<file path="config.mk">
export PLATFORM = sky130hd
export DESIGN_NAME = ara_red_unit
export DESIGN_NICKNAME = d
export VERILOG_FILES = /design/src/hw/ara_pkg.sv /design/src/hw/ara_red_unit.sv
export SDC_FILE = /design/constraint.sdc
export NUM_CORES = 1
export LEC_CHECK = 0
export BUFFER_PORTS_ARGS = -buffer_cell sky130_fd_sc_hd__buf_2
export CAP_MARGIN = 40
export CORE_ASPECT_RATIO = 1.75
export CORE_MARGIN = 4
export CORE_UTILIZATION = 55
export CTS_CLUSTER_SIZE = 10
export DETAILED_ROUTE_END_ITERATION = 7
export PLACE_DENSITY_LB_ADDON = 0.08
export SYNTH_ARGS = -nofsm -noshare
export SYNTH_HDL_FRONTEND = slang
export SYNTH_SLANG_ARGS = --single-unit
</file>
<file path="constraint.sdc">
create_clock -name clk_i -period 12.4 [get_ports clk_i]
set_input_delay 0.62 -clock clk_i [delete_from_list [all_inputs] [get_ports clk_i]]
set_output_delay 0.62 -clock clk_i [all_outputs]
set_load 0.03 [all_outputs]
</file>
<file path="src/hw/ara_pkg.sv">
// Shared widths, opcode enum and packed request, response and lane structs
`default_nettype none

package ara_pkg;

  //////////////////////////////
  // Sizes
  //////////////////////////////

  localparam int unsigned ElemWidth = 32;
  localparam int unsigned NrVRegs   = 32;
  localparam int unsigned NrVInsn   = 4;
  // Largest VLEN in bits, sizes the vl field
  localparam int unsigned MaxVLen   = 2048;

  typedef logic [ElemWidth-1:0]                     elem_t;
  typedef logic [4:0]                               vreg_idx_t;
  typedef logic [$clog2(NrVInsn)-1:0]               vinsn_id_t;
  typedef logic [$clog2(MaxVLen / ElemWidth):0]     vl_t;

  typedef enum logic [3:0] {
    VADD_VV,
    VSUB_VV,
    VAND_VV,
    VOR_VV,
    VXOR_VV,
    VADD_VX,
    VMV_V_X,
    VID_V,
    VMV_X_S,
    VREDSUM_VS
  } ara_op_e;

  //////////////////////////////
  // Interfaces
  //////////////////////////////

  // Request from the scalar core
  typedef struct packed {
    logic      valid;
    ara_op_e   op;
    vreg_idx_t vd;
    vreg_idx_t vs1;
    vreg_idx_t vs2;
    elem_t     scalar;
    vl_t       vl;
  } acc_req_t;

  typedef struct packed {
    logic  valid;
    elem_t result;
    logic  error;
  } acc_resp_t;

  // Decoded instruction, dispatcher to sequencer
  typedef struct packed {
    ara_op_e   op;
    vreg_idx_t vd;
    vreg_idx_t vs1;
    vreg_idx_t vs2;
    elem_t     scalar;
    vl_t       vl;
    logic      use_vs1;
    logic      use_vs2;
    logic      use_vd;
    logic      scalar_result;
  } ara_req_t;

  // Broadcast to the lanes, tagged with its scoreboard slot
  typedef struct packed {
    vinsn_id_t id;
    ara_req_t  req;
  } pe_req_t;

  typedef struct packed {
    logic  valid;
    elem_t value;
  } lane_scalar_t;

endpackage : ara_pkg

`default_nettype wire

</file>
<file path="src/hw/ara_red_unit.sv">
// Reduction unit: collects and sums the per-lane scalar contributions
`timescale 1ns/1ps
`default_nettype none

module ara_red_unit import ara_pkg::*; #(
  parameter int unsigned NrLanes = 4
) (
  input  logic                       clk_i,
  input  logic                       arst_n_i,
  input  lane_scalar_t [NrLanes-1:0] lane_scalar_i,
  output elem_t                      red_result_o,
  output logic                       red_result_valid_o
);

  // Lanes finish at different cycles, so each one is held until all arrived
  logic  [NrLanes-1:0] got_q, got_d;
  elem_t [NrLanes-1:0] part_q, part_d;
  elem_t               sum;
  logic                all_in;

  always_comb begin
    sum = '0;
    for (int l = 0; l < NrLanes; l++) begin
      got_d[l]  = got_q[l] | lane_scalar_i[l].valid;
      part_d[l] = lane_scalar_i[l].valid ? lane_scalar_i[l].value : part_q[l];
      sum       = sum + part_d[l];
    end
  end

  assign all_in = &got_d;

  always_ff @(posedge clk_i or negedge arst_n_i) begin
    if (!arst_n_i) begin
      got_q              <= '0;
      red_result_valid_o <= 1'b0;
    end else begin
      got_q              <= all_in ? '0 : got_d;
      red_result_valid_o <= all_in;
    end
  end

  always_ff @(posedge clk_i) begin
    part_q <= part_d;
    if (all_in) begin
      red_result_o <= sum;
    end
  end

endmodule : ara_red_unit

`default_nettype wire

</file>
Word level (Yosys, flattened, before mapping)
Cells that the tools add are included.
Widths: inputs -> output; s select.
{ "word_totals": {"inputBits": 134, "register_bits": 165, "out_inout_bits": 33, "wordCells": 20} }
{ "classes": {"bitwise": 4, "n_addsub": 3, "n_mux": 5, "reduce_logical": 1} }
{ "op_table": {"columns": ["cell", "count"], "rows": [
  ["$mux 32", 4],
  ["$add 32x32->32", 3],
  ["$mux 4", 1],
  ["$or 1x1->1", 4],
  ["$reduce_and 4->1", 1]
]} }

Logic depth before layout (Yosys ltp)
{ "depth": {"ltp_word": 4, "mapped_depth": 16, "ltp_nobuf": 14} }

Worst setup path after synthesis
OpenSTA, ideal clock, no wires.
{ "synth_timing": {"path_kind": "input -> register", "start": "input port lane_scalar_i[131] (netlist name)", "end": "register red_result_o[0], enable pin", "path_buffers": 1, "slack_ps": 7456, "required_ps": 11883, "path_stages": 3, "arrival_time_ps": 4426, "setup_time_ps": 517, "path_cell_list": "clkbuf_1 nor2_1 nor4_1"} }
{ "synth_between": {"elab_chain_cells": 2} }
{ "synth_rtl": {"columns": ["element", "line", "source"], "rows": [
  ["start: declaration", "ara_red_unit.sv:10", "input lane_scalar_t [NrLanes-1:0] lane_scalar_i,"],
  ["$or 1x1->1", "ara_red_unit.sv:24", "got_d[l] = got_q[l] | lane_scalar_i[l].valid;"],
  ["$reduce_and 4->1", "ara_red_unit.sv:30", "assign all_in = &got_d;"],
  ["net all_in", "ara_red_unit.sv:19", "logic all_in;"],
  ["end signal: assignment", "ara_red_unit.sv:45", "red_result_o <= sum;"],
  ["end: declaration", "ara_red_unit.sv:11", "output elem_t red_result_o,"]
]} }
The timed path passes the listed nets, and every way through them passes these cells.
A chain may end at the register's enable or synchronous reset.

==> metrics.cfg <==
[run_status]
status = complete, no violations

[global_route]
grt_max_degree = 38
grt_antenna_before_repair = 0
grt_pass1_wl_um = 29670
grt_overflow = 0
grt_pass1_vias = 6476
grt_use_total_pct = 21.16

[worst_hold_path]
hold_path_class = input port to flop

[critical_path]
cp.arrival_ns = 4.80
cp_data_required_time_ns = 12.55
critical-path-max-stage-delay_ns = 0.52
path_cells = buf_2 -> buf_4 -> mux2_2 -> inv_1 -> fa_1 -> fa_1 -> inv_1 -> ha_1 -> fa_1 -> a21o_1 -> a21bo_2 -> o31a_4 -> a21o_4 -> a31oi_4 -> o41ai_2 -> xor2_1
crit_family = adder cells
cp_common_cell = fa_1
crit_slowest_cell = buf_4
cp-end-kind = flop
cp-start-kind = input port
crit_buf_inv = 4
worstSetupPathType = input port to flop
cp_max_fo = 33

[cts]
cts_resized = 0
tritoncts = yes
numCtsBuffers = 17
h-tree-depth = 4
clockBufferDepth = 2
clock-sinks = 165
cts_root_buf = clkbuf_16
post_cts_buffers = 0
insertion_delay_ns = 0.42
clkTransAtPathRegs_ns = 0.07

[sta]
whs_ns = 0.4441
final.period_utilization_pct = 37.51
setup_tns_ns = 0
rsz0062_at_grt = no
worst_slack_ns = 7.749
period_needed_ns = 4.651
finalHoldViolations = 0
clock.fmax_mhz = 215.0
max_slew_margin_pct = 56.98
skew_ns = 0.01419
setup_violations = 0
worstMarginPinSlew_ns = 0.6453
drv_slew = 0

[yosys]
synthTopCellsByArea = dfxtp_1 30%, fa_1 14%, mux2i_1 13%
synth-edff-count = 32
ys_ff_latch = 165
syn_area_sq_um = 8681
synthAdderAreaFrac_pct = 18.77
synthCells = 785
yosys.area_share.simple_pct = 4.281
synth_top_cell_area_share_pct = 29.52
synth-xor-area-share_pct = 3.185
yosysUniqueCellTypes = 63
yosysWarnings = 0
synth_top_family_by_area = adder cells
synth.avg_cell_area_sq_um = 11.06
synthFlopType = dfxtp_1
ys_seq_area_share_pct = 42.03
yosys-mux-area-fraction_pct = 15.12
synth_top_cell_by_area = dfxtp_1
syn_nets = 1012
synthArstFlopShare_pct = 3.030
synth-compound-area-share_pct = 7.351

[die]
pin_count = 167
core_area_sq_um = 15460
die_area_sq_um = 17940
die_x_um = 103.0
die_h_um = 174.2
start_util_pct = 56.13
num_rows = 60

[placed_design]
dp.final_hpwl_um = 14120
gp_congestion = 0.9118
dp_slack_ns = 7.299
port_buffers = 166

[detailed_routing]
drc_errors = 0
totalWireLength_um = 18240
routed_via_density = 5.098
ant_nets = 0
wl_per_cell_um = 15.87
drt_first_pass_iters = 4
vias = 5858
drt-initial-drc-count = 160

[cells_and_area]
area_growth_pct = 17.89
drive_gt1_share_pct = 24.20
nets = 1177
diodes = 0
final_cell_mix = 180 x inv_1, 166 x buf_2, 128 x dfxtp_1
final_common_cell = inv_1

[pwr]
power_mw = 2.488
leakage_nw = 5.320
irDropWorstVdd_uv = 112.8
p_per_area_nw_per_um2 = 243.1

[run]
max_cap_violations = 0

[timing repair]
action                     CTS  global route
hold endpoints to repair     5             0
hold buffers                 1             0
setup endpoints to repair    0             0
[through the flow]
stage / utilization (%) / std cells / area, sq um
after floorplan: - / 785 / 8681
after global placement: 62.46 / 1116 / 9659
after global routing: 66.17 / 1149 / 10230
after CTS: 66.17 / 1149 / 10230
after detailed placement: 62.46 / 1116 / 9659
final: 66.17 / 1149 / 10230
[layer usage]
metal / GRT usage (%) / vias to the layer above / part of all wire (%)
met2: 38.91 / 159 / 55
met4: 7.726 / 0 / 2.2
li1: - / 2864 / -
met1: 23.61 / 2808 / 38
met3: 3.655 / 27 / 4.9
met5: 0 / - / 0
[where the power goes]
part           internal (mW)  total (mW)  switching, mW
clock                  0.283       0.508          0.225
sequential             0.724       0.756         0.0323
combinational          0.481        1.22          0.743
[synthesized netlist by cell type, drive strengths merged (2+ instances only)]
cell type    n
inv        180
xnor2       18
a21o        17
nor3         5
mux2i      112
clkbuf      11
nand4        4
dfxtp      128
o21ai       13
o31a         2
nand2b       4
nor2b        3
ha          31
and2         4
o2111ai      2
nor4         3
xor2        11
fa          62
a41o         2
buf         15
nand2       19
nand3        6
a21oi       25
a31oi        5
mux2        17
a311oi       3
o211ai       2
o41ai        2
and3         4
edfxtp      32
o31ai        3
dfrtp        5
nor2        22
[cells by family (layout without fill, tap and decap cells)]
group / Yosys count / count (layout)
and+or+nand+nor: 76 / 76
xor gates and xnor gates: 30 / 30
DFF: 165 / 165
muxes: 129 / 129
buffers and inverters: 206 / 384
AOI/OAI and AO/OA: 86 / 86
adders and majority gates: 93 / 93
[worst register-to-register path: stages (launching register included)]
cell and delay, ns:
dfxtp_1 0.30, mux2_2 0.27, inv_1 0.08, fa_1 0.43, fa_1 0.50, inv_1 0.05
ha_1 0.20, fa_1 0.40, a21o_1 0.22, a21bo_2 0.22, o31a_4 0.31, a21o_4 0.23
a31oi_4 0.24, o41ai_2 0.11, xor2_1 0.17
[worst paths after layout]
check	slack (ns)	endpoint	cells past startpoint	start
max	7.75	red_result_o[31]	16	lane_scalar_i[98]
min	0.44	part_q[97]	2	lane_scalar_i[100]
max reg2reg	8.41	red_result_o[31]	14	part_q[65]
min reg2reg	0.48	part_q[97]	1	part_q[97]
max in group asynchronous	11.71	red_result_valid_o	2	arst_n_i
min in group asynchronous	0.55	got_q[1]	2	arst_n_i
[layout make-up]
class / instances / area [sq um]
clock inverters: 14 / 135.1
flip-flops and latches: 165 / 3649
well taps: 186 / 232.7
fillers: 1262 / 5231
clock buffers: 18 / 429.2
multi-input cells: 414 / 4234
inverters: 180 / 675.6
repair buffers: 172 / 878.3
[state kept, by name (all words and copies together) (netlist names)]
| signal | flops |
|---|---|
| got_q | 4 |
| red_result_o | 32 |
| part_q | 128 |
| red_result_valid_o | 1 |
No activity file was read; power rests on OpenSTA's default activity.
