## src/hw/ara_pkg.sv

```systemverilog
// Shared widths, opcode enum and packed request, response and lane structs
`default_nettype none

package ara_pkg;

  //////////////////////////////
  // Sizes
  //////////////////////////////

  localparam int unsigned ElemWidth = 32;
  localparam int unsigned NrVRegs   = 32;
  localparam int unsigned NrVInsn   = 4;
  // Largest VLEN in bits, sizes the vl field
  localparam int unsigned MaxVLen   = 2048;

  typedef logic [ElemWidth-1:0]                     elem_t;
  typedef logic [4:0]                               vreg_idx_t;
  typedef logic [$clog2(NrVInsn)-1:0]               vinsn_id_t;
  typedef logic [$clog2(MaxVLen / ElemWidth):0]     vl_t;

  typedef enum logic [3:0] {
    VADD_VV,
    VSUB_VV,
    VAND_VV,
    VOR_VV,
    VXOR_VV,
    VADD_VX,
    VMV_V_X,
    VID_V,
    VMV_X_S,
    VREDSUM_VS
  } ara_op_e;

  //////////////////////////////
  // Interfaces
  //////////////////////////////

  // Request from the scalar core
  typedef struct packed {
    logic      valid;
    ara_op_e   op;
    vreg_idx_t vd;
    vreg_idx_t vs1;
    vreg_idx_t vs2;
    elem_t     scalar;
    vl_t       vl;
  } acc_req_t;

  typedef struct packed {
    logic  valid;
    elem_t result;
    logic  error;
  } acc_resp_t;

  // Decoded instruction, dispatcher to sequencer
  typedef struct packed {
    ara_op_e   op;
    vreg_idx_t vd;
    vreg_idx_t vs1;
    vreg_idx_t vs2;
    elem_t     scalar;
    vl_t       vl;
    logic      use_vs1;
    logic      use_vs2;
    logic      use_vd;
    logic      scalar_result;
  } ara_req_t;

  // Broadcast to the lanes, tagged with its scoreboard slot
  typedef struct packed {
    vinsn_id_t id;
    ara_req_t  req;
  } pe_req_t;

  typedef struct packed {
    logic  valid;
    elem_t value;
  } lane_scalar_t;

endpackage : ara_pkg

`default_nettype wire

```

## src/hw/ara_dispatcher.sv

```systemverilog
// Dispatcher: core request acceptance, decode, vl check and response sequencing
`timescale 1ns/1ps
`default_nettype none

module ara_dispatcher import ara_pkg::*; #(
  parameter int unsigned VLEN = 256
) (
  input  logic      clk_i,
  input  logic      arst_n_i,
  // Scalar core side
  input  acc_req_t  acc_req_i,
  output logic      acc_ready_o,
  output acc_resp_t acc_resp_o,
  // Sequencer side
  output ara_req_t  ara_req_o,
  output logic      ara_req_valid_o,
  input  logic      ara_req_ready_i,
  // Reduction unit
  input  elem_t     red_result_i,
  input  logic      red_result_valid_i
);

  localparam int unsigned VLMax = VLEN / ElemWidth;

  typedef enum logic [1:0] {
    IDLE,
    FORWARD,
    WAIT_SCALAR,
    ERROR
  } state_e;

  state_e    state_q, state_d;
  ara_req_t  req_q, req_d;
  ara_req_t  dec_req;
  acc_resp_t resp_q, resp_d;

  assign ara_req_o  = req_q;
  assign acc_resp_o = resp_q;

  // Operand usage and result kind per opcode
  always_comb begin
    dec_req        = '0;
    dec_req.op     = acc_req_i.op;
    dec_req.vd     = acc_req_i.vd;
    dec_req.vs1    = acc_req_i.vs1;
    dec_req.vs2    = acc_req_i.vs2;
    dec_req.scalar = acc_req_i.scalar;
    dec_req.vl     = acc_req_i.vl;
    unique case (acc_req_i.op)
      VADD_VV, VSUB_VV, VAND_VV, VOR_VV, VXOR_VV: begin
        dec_req.use_vs1 = 1'b1;
        dec_req.use_vs2 = 1'b1;
        dec_req.use_vd  = 1'b1;
      end
      VADD_VX: begin
        dec_req.use_vs2 = 1'b1;
        dec_req.use_vd  = 1'b1;
      end
      VMV_V_X, VID_V: dec_req.use_vd = 1'b1;
      VMV_X_S, VREDSUM_VS: begin
        dec_req.use_vs2       = 1'b1;
        dec_req.scalar_result = 1'b1;
      end
      default: ;
    endcase
  end

  always_comb begin
    state_d         = state_q;
    req_d           = req_q;
    resp_d          = '0;
    acc_ready_o     = 1'b0;
    ara_req_valid_o = 1'b0;
    unique case (state_q)
      IDLE: begin
        acc_ready_o = 1'b1;
        if (acc_req_i.valid) begin
          if (acc_req_i.vl > vl_t'(VLMax)) begin
            resp_d.valid = 1'b1;
            resp_d.error = 1'b1;
            state_d      = ERROR;
          end else begin
            req_d   = dec_req;
            state_d = FORWARD;
          end
        end
      end
      FORWARD: begin
        ara_req_valid_o = 1'b1;
        if (ara_req_ready_i) begin
          if (req_q.scalar_result) begin
            state_d = WAIT_SCALAR;
          end else begin
            resp_d.valid = 1'b1;
            state_d      = IDLE;
          end
        end
      end
      WAIT_SCALAR: begin
        if (red_result_valid_i) begin
          resp_d.valid  = 1'b1;
          resp_d.result = red_result_i;
          state_d       = IDLE;
        end
      end
      // Error response leaves this cycle
      ERROR:   state_d = IDLE;
      default: state_d = IDLE;
    endcase
  end

  always_ff @(posedge clk_i or negedge arst_n_i) begin
    if (!arst_n_i) begin
      state_q <= IDLE;
      resp_q  <= '0;
    end else begin
      state_q <= state_d;
      resp_q  <= resp_d;
    end
  end

  always_ff @(posedge clk_i) begin
    req_q <= req_d;
  end

endmodule : ara_dispatcher

`default_nettype wire

```

## config.mk

```make
export PLATFORM = sky130hd
export DESIGN_NAME = ara_dispatcher
export DESIGN_NICKNAME = d
export VERILOG_FILES = /design/src/hw/ara_pkg.sv /design/src/hw/ara_dispatcher.sv
export SDC_FILE = /design/constraint.sdc
export NUM_CORES = 1
export LEC_CHECK = 0
export ABC_CLOCK_PERIOD_IN_PS = 7200
export BUFFER_PORTS_ARGS = -buffer_cell sky130_fd_sc_hd__buf_4
export CAP_MARGIN = 10
export CORE_MARGIN = 2
export CORE_UTILIZATION = 42
export CTS_CLUSTER_SIZE = 28
export DETAILED_ROUTE_END_ITERATION = 8
export GPL_ROUTABILITY_DRIVEN = 0
export PLACE_DENSITY = 0.79
export SETUP_SLACK_MARGIN = 0.4
export SLEW_MARGIN = 20
export SYNTH_ARGS = -nofsm -noshare
export SYNTH_HDL_FRONTEND = slang
export SYNTH_SLANG_ARGS = --single-unit
export TNS_END_PERCENT = 30
```

## constraint.sdc

```tcl
create_clock -name clk_i -period 7.2 [get_ports clk_i]
set_input_delay 1.8 -clock clk_i [delete_from_list [all_inputs] [get_ports clk_i]]
set_output_delay 1.8 -clock clk_i [all_outputs]
set_load 0.03 [all_outputs]
```

=== Word-level counts from Yosys, hierarchy flattened ===
Index checks and enable logic that the tools add are counted.

* Register bits after elaboration: 98
* Bits of input ports: 95
* Output and inout port bits: 98
* Word-level logic and storage cells: 59

* Order comparisons: 1
* Eq/ne operators: 15
* Multiplexer cells: 20
* Bitwise operators: 1
* Reduce and logical (&&, ||, !) cells: 8

{| class="wikitable"
|+ Operator list
! kind !! count
|-
| 33-bit two-way mux || 1
|-
| 32-bit two-way mux || 1
|-
| 4-bit by 3-bit == test with 1-bit output (second input constant) || 4
|-
| 8-bit OR reduction || 2
|-
| 1-bit two-way mux || 11
|-
| 2-bit two-way mux || 5
|-
| 4-bit by 2-bit == test with 1-bit output (second input constant) || 2
|-
| 4-bit == test (second input constant) || 2
|-
| 2-bit case mux with 4 select lines || 1
|-
| 7-bit by 4-bit > comparator with 1-bit output (second input constant) || 1
|-
| 2-bit inequality test (second input constant) || 3
|-
| 3-bit AND reduction || 2
|-
| 5-bit OR reduction || 1
|-
| 2-bit == test (second input constant) || 2
|-
| 4-bit by 1-bit == test with 1-bit output (second input constant) || 1
|-
| 4-bit zero test || 1
|-
| 1-bit case mux with 3 select lines || 1
|-
| 2-bit by 1-bit == test with 1-bit output (second input constant) || 1
|-
| 2-bit zero test || 1
|-
| 2-bit OR reduction || 1
|-
| 1-bit inverter || 1
|}

=== Depth between registers and ports, before layout ===
* Word-level depth: 4
* Gate-level depth with buffers: 4
* Gate-level depth less buffers: 3

=== Least setup slack after synthesis ===
OpenSTA, ideal clock, no wires.

* Path kind: in2reg
* Start point: in acc_req_i[4] (netlist bit)
* End point: reg req_q (netlist bit ara_req_o[0]) (enable)
* Library setup time: 0.558 ns
* Data arrival time: 6.455 ns
* Data required time: 6.642 ns
* Setup slack: 0.186 ns
* Stages: 2
* Buffers on the path: 0
* Cells stage by stage: or3_4 > nor3_1

* Longest elaborated chain between the ends: 3

{| class="wikitable"
|+ Ends and longest elaborated chain
! what !! line !! source
|-
| start, declared || ara_dispatcher.sv:11 || <nowiki>input acc_req_t acc_req_i,</nowiki>
|-
| 7-bit by 4-bit > comparator with 1-bit output || ara_dispatcher.sv:78 || <nowiki>if (acc_req_i.vl > vl_t'(VLMax)) begin</nowiki>
|-
| 1-bit inverter (no line) || - ||
|-
| 3-bit AND reduction (no line) || - ||
|-
| end signal, assigned || ara_dispatcher.sv:123 || <nowiki>req_q <= req_d;</nowiki>
|-
| end, declared || ara_dispatcher.sv:33 || <nowiki>ara_req_t req_q, req_d;</nowiki>
|}

No other way between the ends.
A chain may end at the register's enable or synchronous reset.

=== Worst setup path in the final report ===
* Start point: in acc_req_i[4] (netlist bit)
* End point: reg req_q (netlist bit ara_req_o[3]) (enable)

Same word-level chain as after synthesis.

==> impl_metrics.csv <==
group,metric,value,unit
timing,finalSetupViolations,0,
synthesis,ys.warnings.count,0,
clock_tree,hold_buffers,0,
floorplan,die_area,0.00816,mm2
placement,io_buffers,192,
clock_tree,cts_setup_buffers,0,
synthesis,synth_cell_types,20,
route,firstDrtPassIters,5,
route,antenna_left,0,
power_and_ir_drop,p_sw,0.346,mW
synthesis,synth_area_per_cell,19.9,um2
power_and_ir_drop,clock_power_share,29.5,%
final_layout,layout-drive-gt1-share,58.7,%
route,avgViaCountPerCell,4.47,
floorplan,row_count,31,
synthesis,synthTopCellsByCount,"edfxtp_1 (62), dfrtp_1 (36), and2_1 (32)",
route,vias,2067,
final_layout,final_area,0.00492,mm2
floorplan,coreArea,0.00725,mm2
clock_tree,cts-root-buf,"clkbuf_8",
power_and_ir_drop,leakagePower,2.28,nW
critical_path,path_cells,"buf_4 -> or3_4 -> nor3_4 -> buf_4",
timing,rsz0062_at_grt,"no",
power_and_ir_drop,combinationalPowerShare,19.7,%
critical_path,max_stage_delay,0.78,ns
floorplan,initial_core_util,43.2,%
route,drc,0,
final_layout,fin_cells,462,
synthesis,async_flop_share,36.7,%
placement,placed_area,0.00469,mm2
synthesis,yosysMostFrequentCell,"edfxtp_1",
clock_tree,htreeDepth,3,
clock_tree,cts_max_path_buffers,2,
global_route,grt_pass1_wl,11300,um
route,avgRoutedWirePerCell,16.0,um
global_route,antenna_found_initial,0,
timing,post-route-period-util,52.0,%
timing,finalCriticalPeriod,3.74,ns
synthesis,synth_edf_count,62,
critical_path,cp-start-kind,"primary input",
power_and_ir_drop,sw_frac_of_total,26.7,%
synthesis,ys_seq_area_share,88.2,%
synthesis,netlist.area_leader.share,59.4,%
critical_path,worstSetupPathType,"in -> reg",
power_and_ir_drop,internal_power,0.949,mW
global_route,grt_util_all_layers,18.5,%
final_layout,synthToLayoutAreaGrowth,57.0,%
clock_tree,cts_tree,"done",
global_route,overflow,0,
clock_tree,cts_resized,0,
timing,fmax,267,MHz
critical_path,cp-end-kind,"flip-flop",
timing,slew-limit-headroom,36.9,%
synthesis,syn-cell-area,0.00313,mm2
floorplan,dieWidth,90.4,um
synthesis,synth_area_leader_cell,"edfxtp_1",
critical_path,crit_slowest_cell,"nor3_4",
timing,maxSlewViolCount,0,
timing,finalSetupTns,0,ns
clock_tree,clk_pin_slew_worst_paths,0.09,ns
clock_tree,numCtsBuffers,9,
final_layout,utilization,67.8,%
synthesis,synthCells,157,
global_route,grt_max_degree,41,
timing,worstMarginPinSlew,0.944,ns
critical_path,critical_path.max_fanout,40,
floorplan,io_pins,193,
power_and_ir_drop,power.share.sequential,50.8,%
run,max_cap_violations,0,
clock_tree,insertion_delay,0.34,ns
final_layout,nets,453,
synthesis,ys_ff_latch,98,
route,drt-total-wl,7400,um
final_layout,diodes,0,
placement,placed_cells,446,
timing,finalHoldViolCount,0,
min_path,hp-class,"reg -> reg",
timing,fin_skew,0.00838,ns
power_and_ir_drop,peakVddDrop,126,uV
critical_path,crit_arrival,3.72,ns
power_and_ir_drop,p_per_area,263,mW/mm2
route,first_iter_violations,49,
critical_path,cp_data_required_time,7.18,ns
final_layout,fill_cells,520,
clock_tree,cts_sinks,98,
synthesis,synth_fp_nets,252,
critical_path,cp_common_cell,"buf_4",
synthesis,synthFlopType,"edfxtp_1",
synthesis,synth_area_leaders,"edfxtp_1 (59%), dfrtp_1 (29%), and2_1 (6.4%)",
global_route,grt_pass1_vias,2109,
power_and_ir_drop,power,1.30,mW
outcome,outcome,"completed",
floorplan,die_y,90.4,um
-- metrics by stage --
step	hold slack, ns	setup WS (ns)
floorplan	0.531	2.11
global placement	0.557	3.13
detailed placement	0.576	3.08
CTS	0.592	3.45
global route	0.639	3.32
finish	0.592	3.46
-- worst max-delay path: cells and delay by family --
kind | cells | cell delay (ns)
buffers and inverters | 2 | 0.69
and+or+nand+nor | 2 | 1.20
-- per-layer routing --
layer / GRT usage, % / share of wire (%) / up-vias
met2: 33.1 / 55 / 120
met5: 0 / 0 / -
met3: 5.26 / 8.3 / 15
li1: - / - / 953
met4: 9.23 / 2.9 / 0
met1: 20.1 / 33 / 979
-- flip-flops by register name, indices dropped and copies added, names as in the netlist --
register,count
ara_req_o,62
acc_resp_o,34
state_q,2
-- path summary, 6_finish.rpt --
path | from | endpoint | slack, ns | cells past startpoint
worst max-delay path | acc_req_i[4] | ara_req_o[3] | 3.46 | 4
worst min-delay path | state_q[1] | state_q[1] | 0.59 | 1
worst max register to register | state_q[1] | ara_req_o[3] | 4.60 | 4
worst min register to register | state_q[1] | state_q[1] | 0.59 | 1
max in group asynchronous | arst_n_i | acc_resp_o[7] | 5.49 | 1
min in group asynchronous | arst_n_i | acc_resp_o[31] | 1.40 | 1
-- cell families after synthesis --
group	count (synthesis)	share of synthesized area (%)
AO/OA/AOI/OAI	8	1.92
buffers and inverters	6	1.20
flip-flops	98	88.2
AND/OR/NAND/NOR	45	8.67
-- layout make-up --
cell class | instances | area, um2 | area share [%]
well taps | 99 | 124 | 2.52
clock buffers | 12 | 176 | 3.59
inverters | 3 | 11.3 | 0.229
repair buffers | 193 | 1450 | 29.5
clock inverters | 4 | 51.3 | 1.04
multi-input cells | 53 | 343 | 6.97
flip-flops and latches | 98 | 2760 | 56.2
-- power by group through the flow --
stage          registers [mW]  clock network (mW)  logic, mW
5_1_grt                 0.663               0.416      0.272
3_3_place_gp            0.669                   0      0.254
6_report                0.658               0.382      0.255
3_5_place_dp            0.670                   0      0.258
4_1_cts                 0.658               0.393      0.259
2_1_floorplan           0.740                   0     0.0674
-- cells in the final DEF, fill, tap and decap left out, drive strengths merged --
master,Yosys,routed
edfxtp,62,62
nand2b,1,1
a31oi,1,1
inv,3,6
o21ai,2,2
nand2,3,3
nor2,4,4
nand3,1,1
o31a,1,1
clkbuf,0,12
and2,32,32
a21o,1,1
dfrtp,36,36
o211ai,2,2
bufinv,0,1
or3,1,1
nor3,2,2
o21a,1,1
buf,3,193
and3b,1,1
Note: power is estimated with default switching activity, not from simulation.
