## config.mk

```make
export PLATFORM = sky130hd
export DESIGN_NAME = ara_sequencer
export DESIGN_NICKNAME = d
export VERILOG_FILES = /design/src/hw/ara_pkg.sv /design/src/hw/ara_sequencer.sv
export SDC_FILE = /design/constraint.sdc
export NUM_CORES = 1
export LEC_CHECK = 0
export BUFFER_PORTS_ARGS = -buffer_cell sky130_fd_sc_hd__buf_4
export CORE_MARGIN = 4
export CORE_UTILIZATION = 55
export CTS_BUF_LIST = sky130_fd_sc_hd__clkbuf_4
export DETAILED_ROUTE_END_ITERATION = 8
export PLACE_DENSITY = 0.95
export SLEW_MARGIN = 0
export SYNTH_ARGS = -nofsm -noshare
export SYNTH_HDL_FRONTEND = slang
export SYNTH_SLANG_ARGS = --single-unit
```

## constraint.sdc

```tcl
create_clock -name clk_i -period 5.56 [get_ports clk_i]
set_input_delay 1.112 -clock clk_i [delete_from_list [all_inputs] [get_ports clk_i]]
set_output_delay 1.112 -clock clk_i [all_outputs]
set_load 0.005 [all_outputs]
```

## src/hw/ara_pkg.sv

```systemverilog
// Shared widths, opcode enum and packed request, response and lane structs
`default_nettype none

package ara_pkg;

  //////////////////////////////
  // Sizes
  //////////////////////////////

  localparam int unsigned ElemWidth = 32;
  localparam int unsigned NrVRegs   = 32;
  localparam int unsigned NrVInsn   = 4;
  // Largest VLEN in bits, sizes the vl field
  localparam int unsigned MaxVLen   = 2048;

  typedef logic [ElemWidth-1:0]                     elem_t;
  typedef logic [4:0]                               vreg_idx_t;
  typedef logic [$clog2(NrVInsn)-1:0]               vinsn_id_t;
  typedef logic [$clog2(MaxVLen / ElemWidth):0]     vl_t;

  typedef enum logic [3:0] {
    VADD_VV,
    VSUB_VV,
    VAND_VV,
    VOR_VV,
    VXOR_VV,
    VADD_VX,
    VMV_V_X,
    VID_V,
    VMV_X_S,
    VREDSUM_VS
  } ara_op_e;

  //////////////////////////////
  // Interfaces
  //////////////////////////////

  // Request from the scalar core
  typedef struct packed {
    logic      valid;
    ara_op_e   op;
    vreg_idx_t vd;
    vreg_idx_t vs1;
    vreg_idx_t vs2;
    elem_t     scalar;
    vl_t       vl;
  } acc_req_t;

  typedef struct packed {
    logic  valid;
    elem_t result;
    logic  error;
  } acc_resp_t;

  // Decoded instruction, dispatcher to sequencer
  typedef struct packed {
    ara_op_e   op;
    vreg_idx_t vd;
    vreg_idx_t vs1;
    vreg_idx_t vs2;
    elem_t     scalar;
    vl_t       vl;
    logic      use_vs1;
    logic      use_vs2;
    logic      use_vd;
    logic      scalar_result;
  } ara_req_t;

  // Broadcast to the lanes, tagged with its scoreboard slot
  typedef struct packed {
    vinsn_id_t id;
    ara_req_t  req;
  } pe_req_t;

  typedef struct packed {
    logic  valid;
    elem_t value;
  } lane_scalar_t;

endpackage : ara_pkg

`default_nettype wire

```

## src/hw/ara_sequencer.sv

```systemverilog
// Sequencer: instruction scoreboard, hazard stall and broadcast to the lanes
`timescale 1ns/1ps
`default_nettype none

module ara_sequencer import ara_pkg::*; #(
  parameter int unsigned NrLanes = 4
) (
  input  logic                            clk_i,
  input  logic                            arst_n_i,
  // Dispatcher side
  input  ara_req_t                        ara_req_i,
  input  logic                            ara_req_valid_i,
  output logic                            ara_req_ready_o,
  // Lane side
  output pe_req_t                         pe_req_o,
  output logic                            pe_req_valid_o,
  input  logic [NrLanes-1:0]              pe_req_ready_i,
  input  logic [NrLanes-1:0][NrVInsn-1:0] vinsn_done_i
);

  // Scoreboard slots, one per instruction id
  logic      [NrVInsn-1:0]              busy_q;
  logic      [NrVInsn-1:0]              writes_q;
  vreg_idx_t [NrVInsn-1:0]              vd_q;
  logic      [NrVInsn-1:0][NrLanes-1:0] done_mask_q, done_mask_d;

  pe_req_t   pe_req_q;
  logic      pe_valid_q;

  logic      hazard;
  logic      free_found;
  vinsn_id_t free_id;
  logic      accept;
  logic      broadcast;

  // RAW and WAW check against busy slots, lowest free slot
  always_comb begin
    hazard     = 1'b0;
    free_found = 1'b0;
    free_id    = '0;
    for (int i = 0; i < NrVInsn; i++) begin
      if (busy_q[i] && writes_q[i]) begin
        if ((ara_req_i.use_vs1 && ara_req_i.vs1 == vd_q[i]) ||
            (ara_req_i.use_vs2 && ara_req_i.vs2 == vd_q[i]) ||
            (ara_req_i.use_vd  && ara_req_i.vd  == vd_q[i])) begin
          hazard = 1'b1;
        end
      end
      if (!busy_q[i] && !free_found) begin
        free_found = 1'b1;
        free_id    = vinsn_id_t'(i);
      end
    end
  end

  // Done pulses of this cycle merged in
  always_comb begin
    for (int i = 0; i < NrVInsn; i++) begin
      for (int l = 0; l < NrLanes; l++) begin
        done_mask_d[i][l] = done_mask_q[i][l] | vinsn_done_i[l][i];
      end
    end
  end

  assign ara_req_ready_o = !pe_valid_q && free_found && !hazard;
  assign accept          = ara_req_valid_i && ara_req_ready_o;
  // Every lane has to take the broadcast in the same cycle
  assign broadcast       = pe_valid_q && (&pe_req_ready_i);

  assign pe_req_o        = pe_req_q;
  assign pe_req_valid_o  = pe_valid_q;

  always_ff @(posedge clk_i or negedge arst_n_i) begin
    if (!arst_n_i) begin
      busy_q      <= '0;
      done_mask_q <= '0;
      pe_valid_q  <= 1'b0;
    end else begin
      done_mask_q <= done_mask_d;
      for (int i = 0; i < NrVInsn; i++) begin
        if (busy_q[i] && (&done_mask_d[i])) begin
          busy_q[i] <= 1'b0;
        end
      end
      if (broadcast) begin
        pe_valid_q <= 1'b0;
      end
      if (accept) begin
        busy_q[free_id]      <= 1'b1;
        done_mask_q[free_id] <= '0;
        pe_valid_q           <= 1'b1;
      end
    end
  end

  always_ff @(posedge clk_i) begin
    if (accept) begin
      writes_q[free_id] <= ara_req_i.use_vd;
      vd_q[free_id]     <= ara_req_i.vd;
      pe_req_q.id       <= free_id;
      pe_req_q.req      <= ara_req_i;
    end
  end

endmodule : ara_sequencer

`default_nettype wire

```

# Word level (Yosys, flattened, before mapping)
# Index checks and enable logic that the tools add are counted.
# totals
reg_bits	109
latchBits	0
input_bits	85
ram_bits	0
elab_cells	135
rom_bits	0
n_memories	0
output_inout_bits	66
# op_classes
n_shift	0
n_lt_le_gt_ge	2
multipliers	0
add_sub_neg	0
n_reduce_logical	49
n_eq_ne	12
muxes	31
bitwise_logic	19
div_mod_pow	0
# ops
operator	count
equality test 5 bit	12
logical AND 1 bit	28
bitwise mux 20 bit	1
two-way mux 1 bit	20
AND reduction 4 bit	5
AND 16 bit	1
two-way mux 16 bit	1
NOT 16 bit	1
bitwise OR 1 bit	16
demux 5 bit (select 2 bit)	1
demux 4 bit (select 2 bit)	1
logical OR 1 bit	8
two-way mux 4 bit	2
logical NOT 1 bit	7
two-way mux 5 bit	1
bitwise mux 4 bit	1
two-way mux 2 bit	2
bitwise OR 4 bit	1
< comparator 2 x 3 -> 1 bit (second input constant)	1
demux 1 bit (select 2 bit)	1
>= comparator 2 x 1 -> 1 bit (second input constant)	1
nonzero test 2 bit	1

# Depth between registers and ports, before layout
# Gate-level depths: netlist (run 1).
# depth
word_depth	16
mapped_depth	8
ltp_nobuf	7

# Worst setup path after synthesis (run 1)
# No wires, ideal clock.
# synth_timing
kind	input to output
start	input ara_req_i[56] in the netlist's numbering
end	output ara_req_ready_o
path_buffers	0
arrival_ns	2.028
stages	6
setup_slack_ns	2.420
t_required_ns	4.448
cell_sequence	xor2_1 nor4_1 nand4_1 and4_2 nand2_1 nor3_1
# synth_between
elab_chain_cells	13
elab_cells_between_ends	22
# synth_lines
element	line	rtl
start, declared	ara_sequencer.sv:11	input ara_req_t ara_req_i,
equality test 5 bit	ara_sequencer.sv:45	(ara_req_i.use_vd && ara_req_i.vd == vd_q[i])) begin
logical AND 1 bit	ara_sequencer.sv:45	
logical OR 1 bit	ara_sequencer.sv:44	(ara_req_i.use_vs2 && ara_req_i.vs2 == vd_q[i]) ||
two-way mux 1 bit	ara_sequencer.sv:43	if ((ara_req_i.use_vs1 && ara_req_i.vs1 == vd_q[i]) ||
two-way mux 1 bit	ara_sequencer.sv:42	if (busy_q[i] && writes_q[i]) begin
two-way mux 1 bit	ara_sequencer.sv:43	
two-way mux 1 bit	ara_sequencer.sv:42	
two-way mux 1 bit	ara_sequencer.sv:43	
two-way mux 1 bit	ara_sequencer.sv:42	
two-way mux 1 bit	ara_sequencer.sv:43	
two-way mux 1 bit *	ara_sequencer.sv:42	
logical NOT 1 bit *	ara_sequencer.sv:65	assign ara_req_ready_o = !pe_valid_q && free_found && !hazard;
logical AND 1 bit *	ara_sequencer.sv:65	
end, declared	ara_sequencer.sv:13	output logic ara_req_ready_o,
# Mark *: on every way between the ends. The rest lies on a longest branch, timed or not.

# Worst setup path in the final report (run 1)
# layout_timing
start	input ara_req_i[57] in the netlist's numbering
end	output ara_req_ready_o
# The elaborated chain is that of the path after synthesis.

==> impl_metrics.prom, run 1 <==
# TYPE chip_impl_metric gauge
chip_impl_info{name="run_status",value="finished clean"} 1
chip_impl_info{name="critical_path.most_common_cell",value="sky130_fd_sc_hd__buf_4"} 1
chip_impl_metric{name="fin_skew",unit="ns"} 0.01497
chip_impl_metric{name="postCtsHoldBufs",unit=""} 0
chip_impl_metric{name="register_area",unit="um2"} 3168
chip_impl_metric{name="multi_input_comb_area",unit="um2"} 1086
chip_impl_metric{name="post_drt_wl_per_cell",unit="um"} 19.51
chip_impl_metric{name="synth_top_area_share",unit="%"} 61.90
chip_impl_metric{name="post_route_cells_drive_above_1_share",unit="%"} 40.55
chip_impl_metric{name="compound_gate_fraction_of_synth_area",unit="%"} 3.722
chip_impl_info{name="yosysMostFrequentCell",value="sky130_fd_sc_hd__edfxtp_1"} 1
chip_impl_info{name="rsz0062_at_grt",value="no"} 1
chip_impl_metric{name="timing.setup.tns",unit="ns"} 0
chip_impl_metric{name="p_sw_share",unit="%"} 26.64
chip_impl_info{name="critical_path.reg2reg.startpoint",value="busy_q[2]$_DFF_PN0_"} 1
chip_impl_metric{name="slew_viol_final",unit=""} 0
chip_impl_metric{name="die_area",unit="um2"} 9235
chip_impl_metric{name="power.share.clock",unit="%"} 21.5
chip_impl_metric{name="period_minus_slack",unit="ns"} 3.651
chip_impl_metric{name="critical_path_required",unit="ns"} 4.45
chip_impl_info{name="start_kind",value="input pin"} 1
chip_impl_metric{name="core_outline_area",unit="um2"} 7408
chip_impl_info{name="ys.flop_type",value="sky130_fd_sc_hd__edfxtp_1"} 1
chip_impl_info{name="synth_top_area_cell",value="sky130_fd_sc_hd__edfxtp_1"} 1
chip_impl_metric{name="antenna_left",unit=""} 0
chip_impl_metric{name="wire_length_of_the_first_global_routing_pass",unit="um"} 15340
chip_impl_metric{name="fmax",unit="GHz"} 0.2739
chip_impl_info{name="worstSetupPathType",value="input pin to primary output"} 1
chip_impl_metric{name="synth-seq-cells",unit=""} 109
chip_impl_metric{name="grt_util_all_layers",unit="%"} 22.92
chip_impl_metric{name="net-switching-power",unit="uW"} 486.0
chip_impl_metric{name="drt_drc_violations_left",unit=""} 0
chip_impl_metric{name="num-nets-final",unit=""} 514
chip_impl_metric{name="cts_clock_pin_slew_for_the_worst_setup_and_hold_paths",unit="ns"} 0.16
chip_impl_metric{name="vias",unit=""} 2878
chip_impl_metric{name="gr-total-overflow",unit=""} 0
chip_impl_metric{name="syn-mean-instance-area",unit="um2"} 15.93
chip_impl_metric{name="synth_fa_ha_area_share",unit="%"} 0
chip_impl_metric{name="highest_cell_delay_on_the_worst_timing_path",unit="ns"} 0.37
chip_impl_metric{name="synthXorXnorAreaFrac",unit="%"} 12.31
chip_impl_info{name="timing.hold.worst.class",value="input pin to asynchronous set/reset pin"} 1
chip_impl_metric{name="largest_net_degree_at_the_start_of_global_routing",unit=""} 50
chip_impl_metric{name="yosysWarnings",unit=""} 0
chip_impl_metric{name="finish.instance_area",unit="um2"} 5658
chip_impl_metric{name="area.growth.synth_to_final",unit="%"} 32.53
chip_impl_metric{name="post_synth_num_cell_types",unit=""} 29
chip_impl_metric{name="fraction_of_power_consumed_by_sequential_logic",unit="%"} 58.7
chip_impl_metric{name="io_buffer_count",unit=""} 150
chip_impl_metric{name="finalWeightedCongestion",unit=""} 0.9292
chip_impl_metric{name="worst-slew-pin-transition",unit="ns"} 1.150
chip_impl_metric{name="first_drt_iteration_drcs",unit=""} 175
chip_impl_metric{name="synth.cell_area",unit="um2"} 4269
chip_impl_info{name="path_cells",value="buf_4 -> xor2_1 -> nor4_1 -> nand4_1 -> and4_2 -> nand2_1 -> nor3_1 -> buf_4"} 1
chip_impl_info{name="timing.critical_path.from",value="ara_req_i[57]"} 1
chip_impl_metric{name="ys_seq_area_share",unit="%"} 74.21
chip_impl_info{name="combinational_family_with_the_most_area_after_synthesis",value="XOR/XNOR gates"} 1
chip_impl_metric{name="ys_async_sr_fraction",unit="%"} 19.27
chip_impl_metric{name="antenna_found_initial",unit=""} 0
chip_impl_metric{name="clock_insertion_delay_worst_skew",unit="ns"} 0.44
chip_impl_metric{name="die_width",unit="um"} 96.10
chip_impl_info{name="synth_commonest_cells",value="88 x sky130_fd_sc_hd__edfxtp_1, 32 x sky130_fd_sc_hd__xor2_1, 28 x sky130_fd_sc_hd__xnor2_1"} 1
chip_impl_metric{name="drt-vias-per-instance",unit=""} 5.400
chip_impl_metric{name="yosys.area_share.simple",unit="%"} 9.408
chip_impl_metric{name="total_of_max_cap_violations",unit=""} 0
chip_impl_info{name="end_kind",value="primary output"} 1
chip_impl_metric{name="synth.net_count",unit=""} 353
chip_impl_metric{name="number_of_global_route_vias_before_repair",unit=""} 2907
chip_impl_metric{name="combinational_fraction_of_design_power",unit="%"} 19.8
chip_impl_metric{name="std_cell_rows",unit=""} 31
chip_impl_metric{name="die_height",unit="um"} 96.10
chip_impl_metric{name="intPower",unit="uW"} 1338
chip_impl_metric{name="power_density",unit="nW/um2"} 322.4
chip_impl_metric{name="synth_enable_flop_cells",unit=""} 88
chip_impl_metric{name="syn-instance-count",unit=""} 268
chip_impl_metric{name="post_dp_cell_area",unit="um2"} 5515
chip_impl_metric{name="post-cts-setup-buffer-count",unit=""} 0
chip_impl_metric{name="post_cts_resized",unit=""} 0
chip_impl_metric{name="period_utilisation_layout",unit="%"} 65.67
chip_impl_metric{name="antenna-diode-count",unit=""} 0
chip_impl_metric{name="final_hold_viol_count",unit=""} 0
chip_impl_metric{name="total_clock_buffers_created_by_cts",unit=""} 9
chip_impl_metric{name="routed_wl",unit="um"} 10400
chip_impl_metric{name="place.detailed.hpwl",unit="um"} 8039
chip_impl_metric{name="finalSetupViolations",unit=""} 0
chip_impl_metric{name="worstPathMaxFanout",unit=""} 9
chip_impl_metric{name="cts_htree_levels",unit=""} 3
chip_impl_info{name="critical-path-slowest-cell",value="sky130_fd_sc_hd__nor4_1"} 1
chip_impl_metric{name="power.static_leakage",unit="uW"} 0.002165
chip_impl_metric{name="start_util",unit="%"} 57.63
chip_impl_metric{name="nFillCells",unit=""} 443
chip_impl_info{name="clk_root_buffer_cell",value="sky130_fd_sc_hd__clkbuf_4"} 1
chip_impl_metric{name="max-slew-margin-rel",unit="%"} 22.73
chip_impl_metric{name="ctsLongestPathBuffers",unit=""} 2
chip_impl_metric{name="arrival",unit="ns"} 2.54
chip_impl_metric{name="clock-sinks",unit=""} 109
chip_impl_metric{name="post_synth_mux_area_share",unit="%"} 0
chip_impl_metric{name="vdd.ir_drop.worst",unit="uV"} 237.9
chip_impl_metric{name="floorplan.io_pins",unit=""} 151
chip_impl_info{name="tritoncts",value="yes"} 1
chip_impl_info{name="netlist_top_cells_area",value="sky130_fd_sc_hd__edfxtp_1 62%, sky130_fd_sc_hd__dfrtp_1 12%, sky130_fd_sc_hd__xor2_1 6.6%, sky130_fd_sc_hd__xnor2_1 5.7%, sky130_fd_sc_hd__nor2_1 2.1%"} 1
chip_impl_metric{name="detailedRoute.firstPassIterationCount",unit=""} 4
==> power by group through the flow <==
stage / Combinational, uW / Sequential [uW] / Clock [uW]
floorplan: 139 / 1080 / 0
global placement: 353 / 1090 / 0
detailed placement: 364 / 1090 / 0
CTS: 365 / 1070 / 399
global route: 392 / 1080 / 447
finish: 361 / 1070 / 392
==> routing by layer <==
| metal | up-vias | global-route usage [%] | share of wire (%) | routed length, um |
|---|---|---|---|---|
| li1 | 1325 | - | - | - |
| met1 | 1375 | 27.35 | 35 | 3689 |
| met2 | 161 | 38.13 | 51 | 5346 |
| met3 | 17 | 8.913 | 12 | 1211 |
| met4 | 0 | 7.583 | 1.4 | 149 |
| met5 | - | 0 | 0 | 0 |
==> flip-flops by register name, summed over array words and instances (netlist names) <==
register,cells
busy_q,4
done_mask_q,16
pe_req_o,64
pe_req_valid_o,1
vd_q,20
writes_q,4
==> path summary, 6_finish.rpt <==
path,to,slack (ns),depth (start not counted)
worst max-delay path,ara_req_ready_o,1.91,8
worst min-delay path,done_mask_q[3]$_DFF_PN0_,0.51,1
worst max register to register,pe_req_o[10]$_DFFE_PP_,2.51,7
worst min register to register,done_mask_q[6]$_DFF_PN0_,0.52,2
max in group asynchronous,busy_q[2]$_DFF_PN0_,4.84,1
min in group clk_i,done_mask_q[6]$_DFF_PN0_,0.52,2
==> cell families after synthesis <==
| kind of cell | Yosys count |
|---|---|
| buffers and inverters | 2 |
| XOR/XNOR | 60 |
| flip-flops | 109 |
| AO/OA/AOI/OAI | 25 |
| AND/OR/NAND/NOR | 72 |
==> critical path, delay by kind of cell <==
family / cells / cell delay (ns)
XOR/XNOR: 1 / 0.17
buffers and inverters: 2 / 0.28
AND/OR/NAND/NOR: 5 / 0.97
==> per-stage QoR <==
stage | worst slack, ns | power, uW | hold WS [ns] | instances | util [%]
detailed placement | 1.817 | 1455 | 0.4903 | 517 | 74.45
CTS | 1.934 | 1836 | 0.4939 | 533 | 76.37
global route | 1.874 | 1922 | 0.4670 | 533 | 76.37
finish | 1.909 | 1824 | 0.5142 | 533 | 76.37
global placement | 1.907 | 1438 | 0.4647 | 517 | 74.45
floorplan | 2.420 | 1223 | 0.4470 | 268 | -
==> cells in the final DEF, fill, tap and decap left out, types with 2 or more instances in the layout <==
| master | instances |
|---|---|
| sky130_fd_sc_hd__xor2_1 | 32 |
| sky130_fd_sc_hd__clkbuf_4 | 9 |
| sky130_fd_sc_hd__a21oi_1 | 13 |
| sky130_fd_sc_hd__nand4_1 | 14 |
| sky130_fd_sc_hd__xnor2_1 | 28 |
| sky130_fd_sc_hd__o31ai_1 | 2 |
| sky130_fd_sc_hd__dfrtp_1 | 21 |
| sky130_fd_sc_hd__nand3_1 | 5 |
| sky130_fd_sc_hd__buf_4 | 151 |
| sky130_fd_sc_hd__o41ai_1 | 3 |
| sky130_fd_sc_hd__o22ai_1 | 2 |
| sky130_fd_sc_hd__nor4_1 | 7 |
| sky130_fd_sc_hd__nor4_2 | 2 |
| sky130_fd_sc_hd__nor2_1 | 24 |
| sky130_fd_sc_hd__edfxtp_1 | 88 |
| sky130_fd_sc_hd__and2_2 | 2 |
| sky130_fd_sc_hd__nand2_1 | 6 |
| sky130_fd_sc_hd__clkinvlp_4 | 3 |
| sky130_fd_sc_hd__a41oi_1 | 2 |
| sky130_fd_sc_hd__nor3_1 | 4 |
| sky130_fd_sc_hd__and2_1 | 2 |
==> layout make-up <==
| type | instances | area share, % |
|---|---|---|
| clock buffer | 9 | 1.194 |
| clock inverter | 7 | 1.327 |
| inverter | 1 | 0.06634 |
| multi-input combinational | 157 | 19.20 |
| sequential | 109 | 55.99 |
| tap | 99 | 2.189 |
| timing repair buffer | 151 | 20.04 |
No activity file was read; power rests on OpenSTA's default activity.
==> run 2, diff against run 1 <==
CORE_UTILIZATION = 46   (was 55)
PLACE_DENSITY = 0.89   (was 0.95)
clock period = 3.2 ns   (was 5.56 ns; I/O delays follow)
==> run 2 against run 1 <==
Compared with the run above:
- first-iteration DRC count increased by 4.0%
- critical path depth fell by 1
- die area up 18%
- non-clock buffer count increased by 4
- sequential power is 73% higher
- global-route usage down 4.1 points
- register-to-register slack got worse by 1.8 ns
- critical endpoint unchanged
- largest cell class unchanged
- largest power group unchanged
==> impl_metrics.prom, run 2 (synthesized netlist as in run 1, its figures left out) <==
# TYPE chip_impl_metric gauge
chip_impl_metric{name="num-nets-final",unit=""} 518
chip_impl_metric{name="finalWeightedCongestion",unit=""} 0.8505
chip_impl_metric{name="arrival",unit="ns"} 2.20
chip_impl_metric{name="grtUsageMet3",unit="%"} 5.897
chip_impl_metric{name="number_of_placed_cells_counting_well_taps",unit=""} 530
chip_impl_metric{name="clock_insertion_delay_worst_skew",unit="ns"} 0.45
chip_impl_metric{name="grt_util_all_layers",unit="%"} 18.84
chip_impl_metric{name="clock-sinks",unit=""} 109
chip_impl_info{name="tritoncts",value="yes"} 1
chip_impl_metric{name="largest_net_degree_at_the_start_of_global_routing",unit=""} 42
chip_impl_metric{name="p_sw_share",unit="%"} 25.55
chip_impl_metric{name="wire_length_of_the_first_global_routing_pass",unit="um"} 15700
chip_impl_metric{name="power.share.clock",unit="%"} 23.4
chip_impl_metric{name="fraction_of_power_consumed_by_sequential_logic",unit="%"} 56.8
chip_impl_metric{name="die_area",unit="um2"} 10890
chip_impl_metric{name="power_density",unit="nW/um2"} 570.9
chip_impl_info{name="worstSetupPathType",value="register to primary output"} 1
chip_impl_metric{name="drt_drc_violations_left",unit=""} 0
chip_impl_metric{name="antenna-diode-count",unit=""} 0
chip_impl_info{name="cp-endpoint",value="ara_req_ready_o"} 1
chip_impl_metric{name="die_height",unit="um"} 104.3
chip_impl_metric{name="largest_register_ffs",unit=""} 64
chip_impl_metric{name="r2r_slack",unit="ns"} 0.70
chip_impl_metric{name="grt_util_met2",unit="%"} 30.35
chip_impl_metric{name="cts_clock_pin_slew_for_the_worst_setup_and_hold_paths",unit="ns"} 0.16
chip_impl_metric{name="worstPathMaxFanout",unit=""} 3
chip_impl_metric{name="final_cells",unit=""} 546
chip_impl_metric{name="core_outline_area",unit="um2"} 8891
chip_impl_metric{name="period_minus_slack",unit="ns"} 2.835
chip_impl_metric{name="post_drt_wl_per_cell",unit="um"} 18.64
chip_impl_metric{name="drt-vias-per-instance",unit=""} 5.324
chip_impl_info{name="grt_most_used_layer",value="met2"} 1
chip_impl_metric{name="finalSetupViolations",unit=""} 0
chip_impl_metric{name="slew_viol_final",unit=""} 0
chip_impl_metric{name="total_of_max_cap_violations",unit=""} 0
chip_impl_metric{name="post_dp_cell_area",unit="um2"} 5557
chip_impl_info{name="timing.hold.worst.class",value="input pin to asynchronous set/reset pin"} 1
chip_impl_info{name="most-common-layout-cells",value="155 x sky130_fd_sc_hd__buf_4, 88 x sky130_fd_sc_hd__edfxtp_1, 32 x sky130_fd_sc_hd__xor2_1"} 1
chip_impl_metric{name="number_of_global_route_vias_before_repair",unit=""} 2881
chip_impl_metric{name="place.detailed.hpwl",unit="um"} 7858
chip_impl_metric{name="ctsLongestPathBuffers",unit=""} 2
chip_impl_metric{name="final_hold_viol_count",unit=""} 0
chip_impl_metric{name="std_cell_rows",unit=""} 34
chip_impl_metric{name="fmax",unit="GHz"} 0.3527
chip_impl_metric{name="vias",unit=""} 2907
chip_impl_metric{name="total_clock_buffers_created_by_cts",unit=""} 9
chip_impl_metric{name="antenna_found_initial",unit=""} 0
chip_impl_info{name="worst_flop_to_flop_path_endpoint",value="vd_q[11]$_DFFE_PP_"} 1
chip_impl_metric{name="combinational_fraction_of_design_power",unit="%"} 19.8
chip_impl_metric{name="gr-total-overflow",unit=""} 0
chip_impl_info{name="rsz0062_at_grt",value="no"} 1
chip_impl_metric{name="routed_wl",unit="um"} 10180
chip_impl_metric{name="die_width",unit="um"} 104.3
chip_impl_metric{name="intPower",unit="uW"} 2431
chip_impl_metric{name="post_route_cells_drive_above_1_share",unit="%"} 41.10
chip_impl_metric{name="critical_path_required",unit="ns"} 2.56
chip_impl_metric{name="floorplan.io_pins",unit=""} 151
chip_impl_info{name="layout_commonest_cell",value="sky130_fd_sc_hd__buf_4"} 1
chip_impl_info{name="end_kind",value="primary output"} 1
chip_impl_info{name="start_kind",value="register"} 1
chip_impl_metric{name="detailedRoute.firstPassIterationCount",unit=""} 4
chip_impl_metric{name="first_drt_iteration_drcs",unit=""} 182
chip_impl_info{name="clk_root_buffer_cell",value="sky130_fd_sc_hd__clkbuf_4"} 1
chip_impl_metric{name="ff2ff_path_depth",unit=""} 6
chip_impl_metric{name="vdd.ir_drop.worst",unit="uV"} 326.3
chip_impl_metric{name="start_util",unit="%"} 48.02
chip_impl_info{name="critical_path.reg2reg.startpoint",value="busy_q[2]$_DFF_PN0_"} 1
chip_impl_metric{name="finish.instance_area",unit="um2"} 5720
chip_impl_metric{name="io_buffer_count",unit=""} 150
chip_impl_metric{name="max-slew-margin-rel",unit="%"} 46.86
chip_impl_metric{name="post_cts_resized",unit=""} 0
chip_impl_metric{name="area.growth.synth_to_final",unit="%"} 34.00
chip_impl_metric{name="worst-slew-pin-transition",unit="ns"} 0.7910
chip_impl_metric{name="postCtsHoldBufs",unit=""} 0
chip_impl_metric{name="fin_skew",unit="ns"} 0.01883
chip_impl_metric{name="cts_htree_levels",unit=""} 3
chip_impl_metric{name="post-cts-setup-buffer-count",unit=""} 0
chip_impl_metric{name="net-switching-power",unit="uW"} 834.4
chip_impl_info{name="timing.critical_path.from",value="vd_q[18]$_DFFE_PP_"} 1
chip_impl_metric{name="nFillCells",unit=""} 684
chip_impl_metric{name="period_utilisation_layout",unit="%"} 88.59
chip_impl_metric{name="groute.layer.met1.usage",unit="%"} 24.59
chip_impl_metric{name="power.static_leakage",unit="uW"} 0.002210
chip_impl_metric{name="timing.setup.tns",unit="ns"} 0
chip_impl_info{name="run_status",value="finished clean"} 1
chip_impl_metric{name="antenna_left",unit=""} 0
==> run 2: how the worst min path moves through the flow <==
| stage | cells past startpoint | from | to |
|---|---|---|---|
| after CTS | 1 | arst_n_i | done_mask_q[3]$_DFF_PN0_ |
| after detailed placement | 2 | done_mask_q[4]$_DFF_PN0_ | done_mask_q[4]$_DFF_PN0_ |
| after global placement | 2 | done_mask_q[7]$_DFF_PN0_ | done_mask_q[7]$_DFF_PN0_ |
| after global routing | 1 | arst_n_i | done_mask_q[12]$_DFF_PN0_ |
| final | 1 | arst_n_i | done_mask_q[12]$_DFF_PN0_ |
| after floorplan | 0 | arst_n_i | busy_q[0]$_DFF_PN0_ |
==> run 2: final cells by class <==
class / count / area [um2] / share of cell area, %
Clock buffer: 11 / 82.58 / 1.444
Clock inverter: 5 / 81.33 / 1.422
Inverter: 1 / 3.754 / 0.06562
Multi-Input combinational cell: 157 / 1086 / 18.99
Sequential cell: 109 / 3168 / 55.38
Tap cell: 108 / 135.1 / 2.362
Timing Repair Buffer: 155 / 1164 / 20.34
==> run 2: metrics by stage <==
| stage | util [%] | total power (uW) | setup slack (ns) | hold WS, ns |
|---|---|---|---|---|
| after floorplan | - | 2125 | 0.8349 | 0.3444 |
| after global placement | 62.50 | 2518 | 0.5190 | 0.4642 |
| after detailed placement | 62.50 | 2544 | 0.4755 | 0.4771 |
| after CTS | 64.34 | 3304 | 0.3525 | 0.02672 |
| after global routing | 64.34 | 3427 | 0.1852 | 0.008827 |
| final | 64.34 | 3266 | 0.3650 | 0.03776 |
==> run 2: critical path, stage by stage, from the launching register on <==
cell	delay, ns
sky130_fd_sc_hd__edfxtp_1	0.48
sky130_fd_sc_hd__xor2_1	0.17
sky130_fd_sc_hd__nor4_1	0.38
sky130_fd_sc_hd__nand4_1	0.18
sky130_fd_sc_hd__and4_2	0.25
sky130_fd_sc_hd__nand2_1	0.09
sky130_fd_sc_hd__nor3_1	0.07
sky130_fd_sc_hd__buf_4	0.13
==> run 2: metal layers <==
metal  wire length, um  part of all wire [%]
met4               115                   1.1
met5                 0                     0
met2              4921                    48
met1              4121                    40
met3              1021                    10
==> run 2: power by group through the flow <==
stage               clock, uW  combinational [uW]  sequential [uW]
CTS                       789                 660             1860
finish                    764                 647             1850
floorplan                   0                 242             1880
detailed placement          0                 657             1890
global placement            0                 637             1880
global route              849                 709             1870
